### config.mk
export PLATFORM = sky130hd
export DESIGN_NAME = flow_control_top
export DESIGN_NICKNAME = d
export VERILOG_FILES = /design/src/design/flow_ctrl_pkg.sv /design/src/design/flow_cfg_apb.sv /design/src/design/flow_control_top.sv /design/src/design/pixel_pipe.sv /design/src/design/stream_output_stage.sv /design/src/design/sync_marker_encoder.sv /design/src/design/throttle_buffer.sv
export SDC_FILE = /design/constraint.sdc
export NUM_CORES = 2
export LEC_CHECK = 0
export BUFFER_PORTS_ARGS = -buffer_cell sky130_fd_sc_hd__buf_4
export CAP_MARGIN = 30
export CORE_MARGIN = 10
export CORE_UTILIZATION = 45
export CTS_CLUSTER_SIZE = 12
export DETAILED_ROUTE_END_ITERATION = 7
export GPL_TIMING_DRIVEN = 0
export MAX_ROUTING_LAYER = met4
export PLACE_DENSITY = 0.65
export RECOVER_POWER = 25
export SYNTH_ARGS = -nofsm -noshare
export SYNTH_HDL_FRONTEND = slang
export SYNTH_SLANG_ARGS = --single-unit
### constraint.sdc
create_clock -name pixel_clk_i -period 32.3 [get_ports pixel_clk_i]
set_input_delay 0 -clock pixel_clk_i [delete_from_list [all_inputs] [get_ports pixel_clk_i]]
set_output_delay 0 -clock pixel_clk_i [all_outputs]
set_load 0.05 [all_outputs]
### src/design/flow_ctrl_pkg.sv
// Flow control shared definitions
package flow_ctrl_pkg;

    // Stream widths
    localparam int IN_DATA_W    = 48;            // Two RGB888 or four RAW pixels
    localparam int IN_LANES     = 4;
    localparam int ENTRY_W      = IN_DATA_W + IN_LANES;
    localparam int OUT_DATA_W   = 96;            // Four RGB888 pixels
    localparam int OUT_LANES    = 4;
    localparam int BYTE_VALID_W = 12;
    localparam int PIPE_SLOTS   = 8;

    // MIPI CSI-2 data type codes
    typedef logic [5:0] data_type_t;

    localparam data_type_t DT_RAW8   = 6'h2A;
    localparam data_type_t DT_RAW10  = 6'h2B;
    localparam data_type_t DT_RGB888 = 6'h24;

    // Code 0 is one pixel, 1 is two, 2 and 3 are four
    typedef logic [1:0] ppc_code_t;

    typedef logic [7:0]  raw8_t;
    typedef logic [9:0]  raw10_t;
    typedef logic [23:0] rgb888_t;

    typedef logic [3:0] fill_t;                  // Pixels held in a pipe

    // APB register map
    localparam logic [7:0] CTRL_ADDR   = 8'h0;
    localparam logic [7:0] STATUS_ADDR = 8'h4;

endpackage

### src/design/flow_cfg_apb.sv
// APB configuration registers
module flow_cfg_apb (
    input  logic                      pixel_clk_i,
    input  logic                      pixel_reset_n_i,
    input  logic                      psel_i,
    input  logic                      penable_i,
    input  logic                      pwrite_i,
    input  logic [7:0]                paddr_i,
    input  logic [31:0]               pwdata_i,
    input  logic                      overflow_pulse_i,
    output logic [31:0]               prdata_o,
    output logic                      pready_o,
    output logic                      pslverr_o,
    output flow_ctrl_pkg::ppc_code_t  ppc_code_o,
    output flow_ctrl_pkg::data_type_t data_type_o
);

    logic access;
    logic ctrl_sel;
    logic status_sel;
    logic overflow_q;

    assign access     = psel_i & penable_i;                  // Access phase
    assign ctrl_sel   = paddr_i == flow_ctrl_pkg::CTRL_ADDR;
    assign status_sel = paddr_i == flow_ctrl_pkg::STATUS_ADDR;

    assign pready_o  = 1'b1;                                 // No wait states
    assign pslverr_o = access & ~ctrl_sel & ~status_sel;

    always_comb begin
        prdata_o = '0;
        if (ctrl_sel) begin
            prdata_o[1:0]  = ppc_code_o;
            prdata_o[13:8] = data_type_o;
        end else if (status_sel) begin
            prdata_o[0] = overflow_q;
        end
    end

    always_ff @(posedge pixel_clk_i or negedge pixel_reset_n_i) begin
        if (!pixel_reset_n_i) begin
            ppc_code_o  <= '0;
            data_type_o <= '0;
        end else if (access && pwrite_i && ctrl_sel) begin
            ppc_code_o  <= pwdata_i[1:0];
            data_type_o <= pwdata_i[13:8];
        end
    end

    // Sticky overflow bit cleared by writing 1
    always_ff @(posedge pixel_clk_i or negedge pixel_reset_n_i) begin
        if (!pixel_reset_n_i) begin
            overflow_q <= 1'b0;
        end else if (overflow_pulse_i) begin
            overflow_q <= 1'b1;                              // New pulse beats the clear
        end else if (access && pwrite_i && status_sel && pwdata_i[0]) begin
            overflow_q <= 1'b0;
        end
    end

endmodule

### src/design/flow_control_top.sv
// Camera flow control, pixel clock side
module flow_control_top #(
    parameter int BUF_ADDR_W = 5
) (
    input  logic                                   pixel_clk_i,
    input  logic                                   pixel_reset_n_i,
    input  logic                                   psel_i,
    input  logic                                   penable_i,
    input  logic                                   pwrite_i,
    input  logic [7:0]                             paddr_i,
    input  logic [31:0]                            pwdata_i,
    input  logic                                   frame_valid_i,
    input  logic [flow_ctrl_pkg::IN_DATA_W-1:0]    byte_data_i,
    input  logic [flow_ctrl_pkg::IN_LANES-1:0]     byte_valid_i,
    input  logic                                   stream_stall_i,
    output logic [31:0]                            prdata_o,
    output logic                                   pready_o,
    output logic                                   pslverr_o,
    output logic                                   frame_valid_sync_o,
    output logic [flow_ctrl_pkg::OUT_DATA_W-1:0]   pixel_data_o,
    output logic [flow_ctrl_pkg::OUT_LANES-1:0]    pixel_valid_o,
    output logic [flow_ctrl_pkg::BYTE_VALID_W-1:0] byte_valid_o
);

    logic [flow_ctrl_pkg::ENTRY_W-1:0]                wr_entry;
    logic                                             wr_entry_we;
    logic [flow_ctrl_pkg::ENTRY_W-1:0]                rd_entry;
    logic                                             buf_empty;
    logic                                             overflow_pulse;
    logic                                             pop;
    logic                                             insert;
    logic                                             extract;
    flow_ctrl_pkg::fill_t                             fill;
    logic [2:0]                                       shift;
    flow_ctrl_pkg::ppc_code_t                         ppc_code;
    flow_ctrl_pkg::data_type_t                        data_type;
    logic [4*$bits(flow_ctrl_pkg::raw8_t)-1:0]        raw8_lanes;
    logic [4*$bits(flow_ctrl_pkg::raw10_t)-1:0]       raw10_lanes;
    logic [4*$bits(flow_ctrl_pkg::rgb888_t)-1:0]      rgb888_lanes;

    flow_cfg_apb cfg_i (
        .pixel_clk_i, .pixel_reset_n_i, .psel_i, .penable_i, .pwrite_i, .paddr_i,
        .pwdata_i, .overflow_pulse_i(overflow_pulse), .prdata_o, .pready_o, .pslverr_o,
        .ppc_code_o(ppc_code), .data_type_o(data_type)
    );

    sync_marker_encoder enc_i (
        .pixel_clk_i, .pixel_reset_n_i, .frame_valid_i, .byte_data_i, .byte_valid_i,
        .entry_o(wr_entry), .entry_we_o(wr_entry_we)
    );

    throttle_buffer #(.BUF_ADDR_W(BUF_ADDR_W)) buf_i (
        .pixel_clk_i, .pixel_reset_n_i, .wr_data_i(wr_entry), .wr_en_i(wr_entry_we),
        .pop_i(pop), .rd_data_o(rd_entry), .empty_o(buf_empty),
        .overflow_pulse_o(overflow_pulse)
    );

    // One pipe per supported pixel type
    pixel_pipe #(.PIXEL_T(flow_ctrl_pkg::raw8_t)) raw8_pipe_i (
        .pixel_clk_i, .pixel_reset_n_i, .insert_i(insert), .extract_i(extract),
        .fill_i(fill), .shift_i(shift),
        .in_data_i(rd_entry[flow_ctrl_pkg::ENTRY_W-1:flow_ctrl_pkg::IN_LANES]),
        .in_valid_i(rd_entry[flow_ctrl_pkg::IN_LANES-1:0]), .lanes_o(raw8_lanes)
    );

    pixel_pipe #(.PIXEL_T(flow_ctrl_pkg::raw10_t)) raw10_pipe_i (
        .pixel_clk_i, .pixel_reset_n_i, .insert_i(insert), .extract_i(extract),
        .fill_i(fill), .shift_i(shift),
        .in_data_i(rd_entry[flow_ctrl_pkg::ENTRY_W-1:flow_ctrl_pkg::IN_LANES]),
        .in_valid_i(rd_entry[flow_ctrl_pkg::IN_LANES-1:0]), .lanes_o(raw10_lanes)
    );

    pixel_pipe #(.PIXEL_T(flow_ctrl_pkg::rgb888_t)) rgb888_pipe_i (
        .pixel_clk_i, .pixel_reset_n_i, .insert_i(insert), .extract_i(extract),
        .fill_i(fill), .shift_i(shift),
        .in_data_i(rd_entry[flow_ctrl_pkg::ENTRY_W-1:flow_ctrl_pkg::IN_LANES]),
        .in_valid_i(rd_entry[flow_ctrl_pkg::IN_LANES-1:0]), .lanes_o(rgb888_lanes)
    );

    stream_output_stage out_i (
        .pixel_clk_i, .pixel_reset_n_i, .stream_stall_i, .empty_i(buf_empty),
        .entry_i(rd_entry), .ppc_code_i(ppc_code), .data_type_i(data_type),
        .raw8_lanes_i(raw8_lanes), .raw10_lanes_i(raw10_lanes),
        .rgb888_lanes_i(rgb888_lanes), .pop_o(pop), .insert_o(insert),
        .extract_o(extract), .fill_o(fill), .shift_o(shift), .frame_valid_sync_o,
        .pixel_data_o, .pixel_valid_o, .byte_valid_o
    );

endmodule

### src/design/pixel_pipe.sv
// Pixel pipe for one pixel type
module pixel_pipe #(
    parameter type PIXEL_T = flow_ctrl_pkg::raw8_t
) (
    input  logic                                              pixel_clk_i,
    input  logic                                              pixel_reset_n_i,
    input  logic                                              insert_i,
    input  logic                                              extract_i,
    input  flow_ctrl_pkg::fill_t                              fill_i,
    input  logic [2:0]                                        shift_i,
    input  logic [flow_ctrl_pkg::IN_DATA_W-1:0]               in_data_i,
    input  logic [flow_ctrl_pkg::IN_LANES-1:0]                in_valid_i,
    output logic [flow_ctrl_pkg::OUT_LANES*$bits(PIXEL_T)-1:0] lanes_o
);

    localparam int PIX_W     = $bits(PIXEL_T);
    localparam int SLOTS     = flow_ctrl_pkg::PIPE_SLOTS;
    localparam int WIDE_FIT  = flow_ctrl_pkg::IN_DATA_W / PIX_W;
    // Input slots that lie fully inside the input word
    localparam int FIT_LANES = (WIDE_FIT < flow_ctrl_pkg::IN_LANES) ?
                               WIDE_FIT : flow_ctrl_pkg::IN_LANES;

    PIXEL_T slots_q [SLOTS];
    PIXEL_T slots_d [SLOTS];

    always_comb begin
        int pos;
        slots_d = slots_q;
        if (extract_i) begin
            for (int j = 0; j < SLOTS; j++) begin
                slots_d[j] = (j + shift_i < SLOTS) ? slots_q[j + shift_i] : '0;
            end
        end
        // Fill already accounts for this cycle's extract
        pos = fill_i;
        if (insert_i) begin
            for (int i = 0; i < FIT_LANES; i++) begin
                if (in_valid_i[i] && pos < SLOTS) begin
                    slots_d[pos] = in_data_i[i*PIX_W +: PIX_W];
                    pos++;                                   // Valid pixels pack in order
                end
            end
        end
    end

    always_ff @(posedge pixel_clk_i or negedge pixel_reset_n_i) begin
        if (!pixel_reset_n_i) begin
            slots_q <= '{default: '0};
        end else begin
            slots_q <= slots_d;
        end
    end

    // Oldest pixels go out on the low lanes
    always_comb begin
        for (int k = 0; k < flow_ctrl_pkg::OUT_LANES; k++) begin
            lanes_o[k*PIX_W +: PIX_W] = slots_q[k];
        end
    end

endmodule

### src/design/stream_output_stage.sv
// Output repacking stage
module stream_output_stage (
    input  logic                                   pixel_clk_i,
    input  logic                                   pixel_reset_n_i,
    input  logic                                   stream_stall_i,
    input  logic                                   empty_i,
    input  logic [flow_ctrl_pkg::ENTRY_W-1:0]      entry_i,
    input  flow_ctrl_pkg::ppc_code_t               ppc_code_i,
    input  flow_ctrl_pkg::data_type_t              data_type_i,
    input  logic [4*$bits(flow_ctrl_pkg::raw8_t)-1:0]   raw8_lanes_i,
    input  logic [4*$bits(flow_ctrl_pkg::raw10_t)-1:0]  raw10_lanes_i,
    input  logic [4*$bits(flow_ctrl_pkg::rgb888_t)-1:0] rgb888_lanes_i,
    output logic                                   pop_o,
    output logic                                   insert_o,
    output logic                                   extract_o,
    output flow_ctrl_pkg::fill_t                   fill_o,
    output logic [2:0]                             shift_o,
    output logic                                   frame_valid_sync_o,
    output logic [flow_ctrl_pkg::OUT_DATA_W-1:0]   pixel_data_o,
    output logic [flow_ctrl_pkg::OUT_LANES-1:0]    pixel_valid_o,
    output logic [flow_ctrl_pkg::BYTE_VALID_W-1:0] byte_valid_o
);

    localparam flow_ctrl_pkg::fill_t POP_LIMIT =
        flow_ctrl_pkg::fill_t'(flow_ctrl_pkg::PIPE_SLOTS - flow_ctrl_pkg::IN_LANES);

    logic                                 entry_valid_q;   // Popped entry on entry_i
    logic                                 in_frame_q;
    flow_ctrl_pkg::fill_t                 fill_q;
    flow_ctrl_pkg::fill_t                 fill_next;
    flow_ctrl_pkg::fill_t                 ppc_fill;
    flow_ctrl_pkg::fill_t                 insert_cnt;
    logic [flow_ctrl_pkg::IN_LANES-1:0]   mask;
    logic [flow_ctrl_pkg::IN_LANES-1:0]   fit_mask;
    logic                                 is_start;
    logic                                 is_end;
    logic                                 type_ok;
    logic [1:0]                           bytes_pp;
    logic [3:0]                           n_bytes;
    logic [flow_ctrl_pkg::OUT_DATA_W-1:0] lanes_mux;

    assign mask = entry_i[flow_ctrl_pkg::IN_LANES-1:0];

    // A full mask only counts as a start marker outside a frame
    assign is_start = entry_valid_q & ~in_frame_q & (&mask) &
                      (entry_i[flow_ctrl_pkg::ENTRY_W-1:flow_ctrl_pkg::IN_LANES] == '0);
    assign is_end   = entry_valid_q & (mask == '0);
    assign insert_o = entry_valid_q & in_frame_q & ~is_end;

    always_comb begin
        case (ppc_code_i)
            2'd0:    shift_o = 3'd1;
            2'd1:    shift_o = 3'd2;
            default: shift_o = 3'd4;
        endcase
    end

    assign ppc_fill = {1'b0, shift_o};

    always_comb begin
        type_ok   = 1'b1;
        fit_mask  = '1;
        bytes_pp  = 2'd1;
        lanes_mux = '0;
        case (data_type_i)
            flow_ctrl_pkg::DT_RAW8: begin
                lanes_mux[$bits(raw8_lanes_i)-1:0] = raw8_lanes_i;
            end
            flow_ctrl_pkg::DT_RAW10: begin
                bytes_pp = 2'd2;
                lanes_mux[$bits(raw10_lanes_i)-1:0] = raw10_lanes_i;
            end
            flow_ctrl_pkg::DT_RGB888: begin
                bytes_pp  = 2'd3;
                fit_mask  = 4'b0011;                         // Two pixels per input word
                lanes_mux = rgb888_lanes_i;
            end
            default: type_ok = 1'b0;
        endcase
    end

    assign n_bytes = {1'b0, shift_o} * {2'b00, bytes_pp};

    always_comb begin
        insert_cnt = '0;
        for (int i = 0; i < flow_ctrl_pkg::IN_LANES; i++) begin
            insert_cnt = insert_cnt + {3'b000, mask[i] & fit_mask[i]};
        end
    end

    // Occupancy bookkeeping
    assign extract_o = ~stream_stall_i & (fill_q >= ppc_fill);
    assign fill_o    = extract_o ? fill_q - ppc_fill : fill_q;
    assign fill_next = is_end ? '0 : (insert_o ? fill_o + insert_cnt : fill_o);
    assign pop_o     = ~empty_i & ~stream_stall_i & (fill_next <= POP_LIMIT);

    always_ff @(posedge pixel_clk_i or negedge pixel_reset_n_i) begin
        if (!pixel_reset_n_i) begin
            entry_valid_q      <= 1'b0;
            in_frame_q         <= 1'b0;
            fill_q             <= '0;
            frame_valid_sync_o <= 1'b0;
            pixel_valid_o      <= '0;
            byte_valid_o       <= '0;
        end else begin
            entry_valid_q <= pop_o;                          // Read data lands next cycle
            fill_q        <= fill_next;                      // Residue dropped at frame end
            if (is_start) begin
                in_frame_q <= 1'b1;
            end else if (is_end) begin
                in_frame_q <= 1'b0;
            end
            if (!stream_stall_i) begin
                frame_valid_sync_o <= in_frame_q | is_start; // Covers the last beat
                pixel_valid_o <= (extract_o && type_ok) ? ~(4'hF << shift_o) : '0;
                byte_valid_o  <= (extract_o && type_ok) ? ~(12'hFFF << n_bytes) : '0;
            end
        end
    end

    always_ff @(posedge pixel_clk_i) begin
        if (!stream_stall_i) begin
            pixel_data_o <= lanes_mux;
        end
    end

endmodule

### src/design/sync_marker_encoder.sv
// Frame marker encoder
module sync_marker_encoder (
    input  logic                                pixel_clk_i,
    input  logic                                pixel_reset_n_i,
    input  logic                                frame_valid_i,
    input  logic [flow_ctrl_pkg::IN_DATA_W-1:0] byte_data_i,
    input  logic [flow_ctrl_pkg::IN_LANES-1:0]  byte_valid_i,
    output logic [flow_ctrl_pkg::ENTRY_W-1:0]   entry_o,
    output logic                                entry_we_o
);

    logic frame_valid_q;
    logic fv_rise;
    logic fv_fall;

    always_ff @(posedge pixel_clk_i or negedge pixel_reset_n_i) begin
        if (!pixel_reset_n_i) begin
            frame_valid_q <= 1'b0;
        end else begin
            frame_valid_q <= frame_valid_i;
        end
    end

    assign fv_rise = frame_valid_i & ~frame_valid_q;
    assign fv_fall = ~frame_valid_i & frame_valid_q;

    // Entry is {data, valid mask}
    always_comb begin
        entry_o = '0;                                        // End marker has an empty mask
        if (fv_rise) begin
            entry_o[flow_ctrl_pkg::IN_LANES-1:0] = '1;       // Start marker
        end else if (!fv_fall) begin
            entry_o = {byte_data_i, byte_valid_i};
        end
    end

    assign entry_we_o = fv_rise | fv_fall | (|byte_valid_i);

endmodule

### src/design/throttle_buffer.sv
// Throttle buffer FIFO
module throttle_buffer #(
    parameter int BUF_ADDR_W = 5
) (
    input  logic                              pixel_clk_i,
    input  logic                              pixel_reset_n_i,
    input  logic [flow_ctrl_pkg::ENTRY_W-1:0] wr_data_i,
    input  logic                              wr_en_i,
    input  logic                              pop_i,
    output logic [flow_ctrl_pkg::ENTRY_W-1:0] rd_data_o,
    output logic                              empty_o,
    output logic                              overflow_pulse_o
);

    localparam int DEPTH = 2 ** BUF_ADDR_W;

    logic [flow_ctrl_pkg::ENTRY_W-1:0] mem [DEPTH];
    logic [BUF_ADDR_W-1:0]             wr_ptr;
    logic [BUF_ADDR_W-1:0]             rd_ptr;
    logic [BUF_ADDR_W-1:0]             used;
    logic                              full_q;
    logic                              wr_ok;

    assign used             = wr_ptr - rd_ptr;
    assign empty_o          = used == '0;
    assign wr_ok            = wr_en_i & ~full_q;
    assign overflow_pulse_o = wr_en_i & full_q;              // Entry dropped

    always_ff @(posedge pixel_clk_i or negedge pixel_reset_n_i) begin
        if (!pixel_reset_n_i) begin
            wr_ptr <= '0;
            rd_ptr <= '0;
            full_q <= 1'b0;
        end else begin
            // Full lags the pointers by one cycle so it trips two entries early
            full_q <= used >= DEPTH - 2;
            if (wr_ok) begin
                wr_ptr <= wr_ptr + 1'b1;
            end
            if (pop_i) begin
                rd_ptr <= rd_ptr + 1'b1;
            end
        end
    end

    // Dual port RAM with registered read port
    always_ff @(posedge pixel_clk_i) begin
        if (wr_ok) begin
            mem[wr_ptr] <= wr_data_i;
        end
        if (pop_i) begin
            rd_data_o <= mem[rd_ptr];
        end
    end

endmodule

==> out/metrics.csv <==
metric;value;unit
status;complete, but fails checks;
violations;DRC, capacitance limit, slew limit;
start_util;45.4;%
fin_util;53.5;%
nNetsFinal;7695;
drive_gt1_share;19.7;%
cp_max_fo;12;
die_w;494;um
synth_enable_flop_cells;1812;
endpoint;raw10_pipe_i.lanes_o[39];
fin_skew;0.104;ns
slew_headroom;-344;%
min_period;13.43;ns
syn_area_per_cell;15.1;sq um
r2r_end;raw10_pipe_i.lanes_o[39];
max-vdd-ir-drop;62.4;uV
setup_violations;0;
criticalPathCategory;flip-flop to flip-flop;
synth-main-ff-cell;edfxtp_1;
worstSetupStartpointType;flip-flop;
worstSetupEndpointType;flip-flop;
place_area;112000;sq um
fmax;74.4;MHz
power;10.8;mW
synth.distinct_cells;99;
final_cell_mix;edfxtp_1, clkbuf_1, mux4_2;
grt_antenna_before_repair;36;
clk_pin_slew;0.06;ns
rsz0062_at_grt;no;
clockBufferDepth;3;
setup_tns;0;ns
ctsHtreeMaxLevel;4;
design_area;119000;sq um
wl_per_cell;42.7;um
viasPerCell;6.78;
wirelength;458000;um
slowest_stage;a211oi_1;
die_h;494;um
area_growth;18.0;%
cp.arrival;14.11;ns
final_cell_count_no_fill;10700;
p_leak;40.5;nW
gp_congestion;1.13;
placed_cells;10200;
dieArea;244000;sq um
dpl_worst_slack;19.66;ns
slew_violations;541;
root_buffer;clkbuf_16;
setup_ws;18.87;ns
cts_tree;done;
grt_pass1_wl;616000;um
synth_area;101000;sq um
reg2reg_from;cfg_i.ppc_code_o[0];
vias;72700;
rows;173;
clkLatencyLatePin;0.93;ns
core;223000;sq um
worstMarginPinSlew;6.67;ns
remaining_drc_errors;2;
grt_max_degree;109;
worstHoldPathType;primary input to flip-flop;
async_flop_share;17.3;%
powerDensity;90.2;nW/um^2
ios;246;
netlist_instances;6700;
r2r_cells;37;
ys_warn_count;0;
final_common_cell;edfxtp_1;
synth_seq_cells;2192;
drt-initial-drc-count;10900;
grt_usage;37.7;%
clock_sinks;2192;
ant_nets;0;
synth.area.top_cells;edfxtp_1, mux4_2, dfrtp_1, mux2i_1, nand2_1;
post-dp-hpwl;338000;um
r2r_slack;18.87;ns
maxCapViolations;11;
critPathMaxStageDelay;0.94;ns
synth_top_area_cell;edfxtp_1;
fill_cells;18100;
hold_violations;0;
ys_seq_area_share;63.3;%
portBuffers;195;
grt_pass1_vias;71000;
startpoint;cfg_i.ppc_code_o[0];
cts_made_buffers;228;
hold_slack;0.00277;ns
crit_required;32.98;ns
synth_top_area_share;53.9;%
grt_overflow_total;0;
firstDrtPassIters;8;
fin_crit_sh;41.6;%
-- worst min-delay path by stage --
stage | from | end | slack (ns) | cells after the start
5_1_grt | byte_data_i[4] | buf_i.mem[13][8] | 0.008 | 3
6_report | byte_data_i[9] | buf_i.mem[15][13] | 0.003 | 3
4_1_cts | byte_data_i[35] | buf_i.mem[1][39] | 0.008 | 2
3_3_place_gp | frame_valid_i | enc_i.frame_valid_q | 0.13 | 1
3_5_place_dp | pixel_reset_n_i | out_i.byte_valid_o[8] | 0.08 | 1
2_1_floorplan | pixel_reset_n_i | buf_i.full_q | -0.30 | 0
-- cell families after synthesis --
logic type      synth area share, %
other cells                 0.00743
buf+inv                        2.71
simple gates                   5.13
fa+ha+maj                     0.434
mux                            18.3
xor+xnor                      0.156
flops                          63.3
compound gates                 9.95
-- synth_stat cells, types with 27 or more instances --
cell	n
mux2_2	74
buf_1	105
o211ai_1	56
a21oi_1	301
dfrtp_1	380
o21ai_0	279
nand3_1	69
a211oi_1	58
inv_1	27
buf_4	29
buf_2	62
clkbuf_1	426
nand2_1	477
o22ai_1	237
a31oi_1	41
o31ai_1	39
and3_1	31
o221ai_1	43
nor3_1	77
ha_1	27
edfxtp_1	1812
a22oi_1	220
mux2i_1	446
and2_1	129
nor2_1	287
mux4_2	586
-- routing by layer --
| metal | global-route usage, % | vias to the layer above | wire, um |
|---|---|---|---|
| met5 | - | - | 0 |
| met1 | 46.8 | 37600 | 168000 |
| met2 | 56.1 | 5217 | 205000 |
| li1 | - | 28500 | - |
| met3 | 8.77 | 1382 | 46900 |
| met4 | 23.8 | 0 | 38300 |
-- state kept, by name, indices dropped and copies added, names as in the netlist, 6 cells and up --
signal,cells
raw10_pipe_i.lanes_o,40
out_i.byte_valid_o,12
buf_i.mem,1664
rgb888_pipe_i.lanes_o,96
raw8_pipe_i.lanes_o,32
rgb888_pipe_i.slots_q,96
buf_i.rd_data_o,52
raw10_pipe_i.slots_q,40
out_i.pixel_data_o,96
cfg_i.data_type_o,6
raw8_pipe_i.slots_q,32
-- where the power goes --
part / total (mW) / internal [mW] / switching (mW)
logic: 4.50 / 1.63 / 2.88
clock network: 2.54 / 1.40 / 1.14
registers: 3.71 / 3.46 / 0.255
total: 10.8 / 6.48 / 4.27
-- layout make-up --
| type | instances | area, sq um | share of cell area, % |
|---|---|---|---|
| sequential | 2192 | 63900 | 53.6 |
| multi-input combinational | 3867 | 34700 | 29.1 |
| timing repair buffer | 611 | 7060 | 5.92 |
| clock buffer | 305 | 6100 | 5.11 |
| tap | 2975 | 3720 | 3.12 |
| buffer | 630 | 2630 | 2.20 |
| clock inverter | 81 | 927 | 0.778 |
| inverter | 34 | 129 | 0.108 |
| antenna | 28 | 70.1 | 0.0588 |
-- what timing repair did --
item,4_1_cts,5_1_grt
setup buffers,0,0
hold endpoints to repair,1521,32
hold buffers,85,1
endpoints found under the setup margin,0,0
resized for setup,0,0
-- critical path, delay by kind of cell (launching register included) --
family / cells / cell delay (ns)
AOI/OAI and AO/OA: 8 / 2.42
adders and majority gates: 5 / 1.54
buffers and inverters: 17 / 6.22
DFF: 1 / 0.35
muxes: 1 / 0.46
and+or+nand+nor: 6 / 2.14
Power figures use the tool's default switching activity.
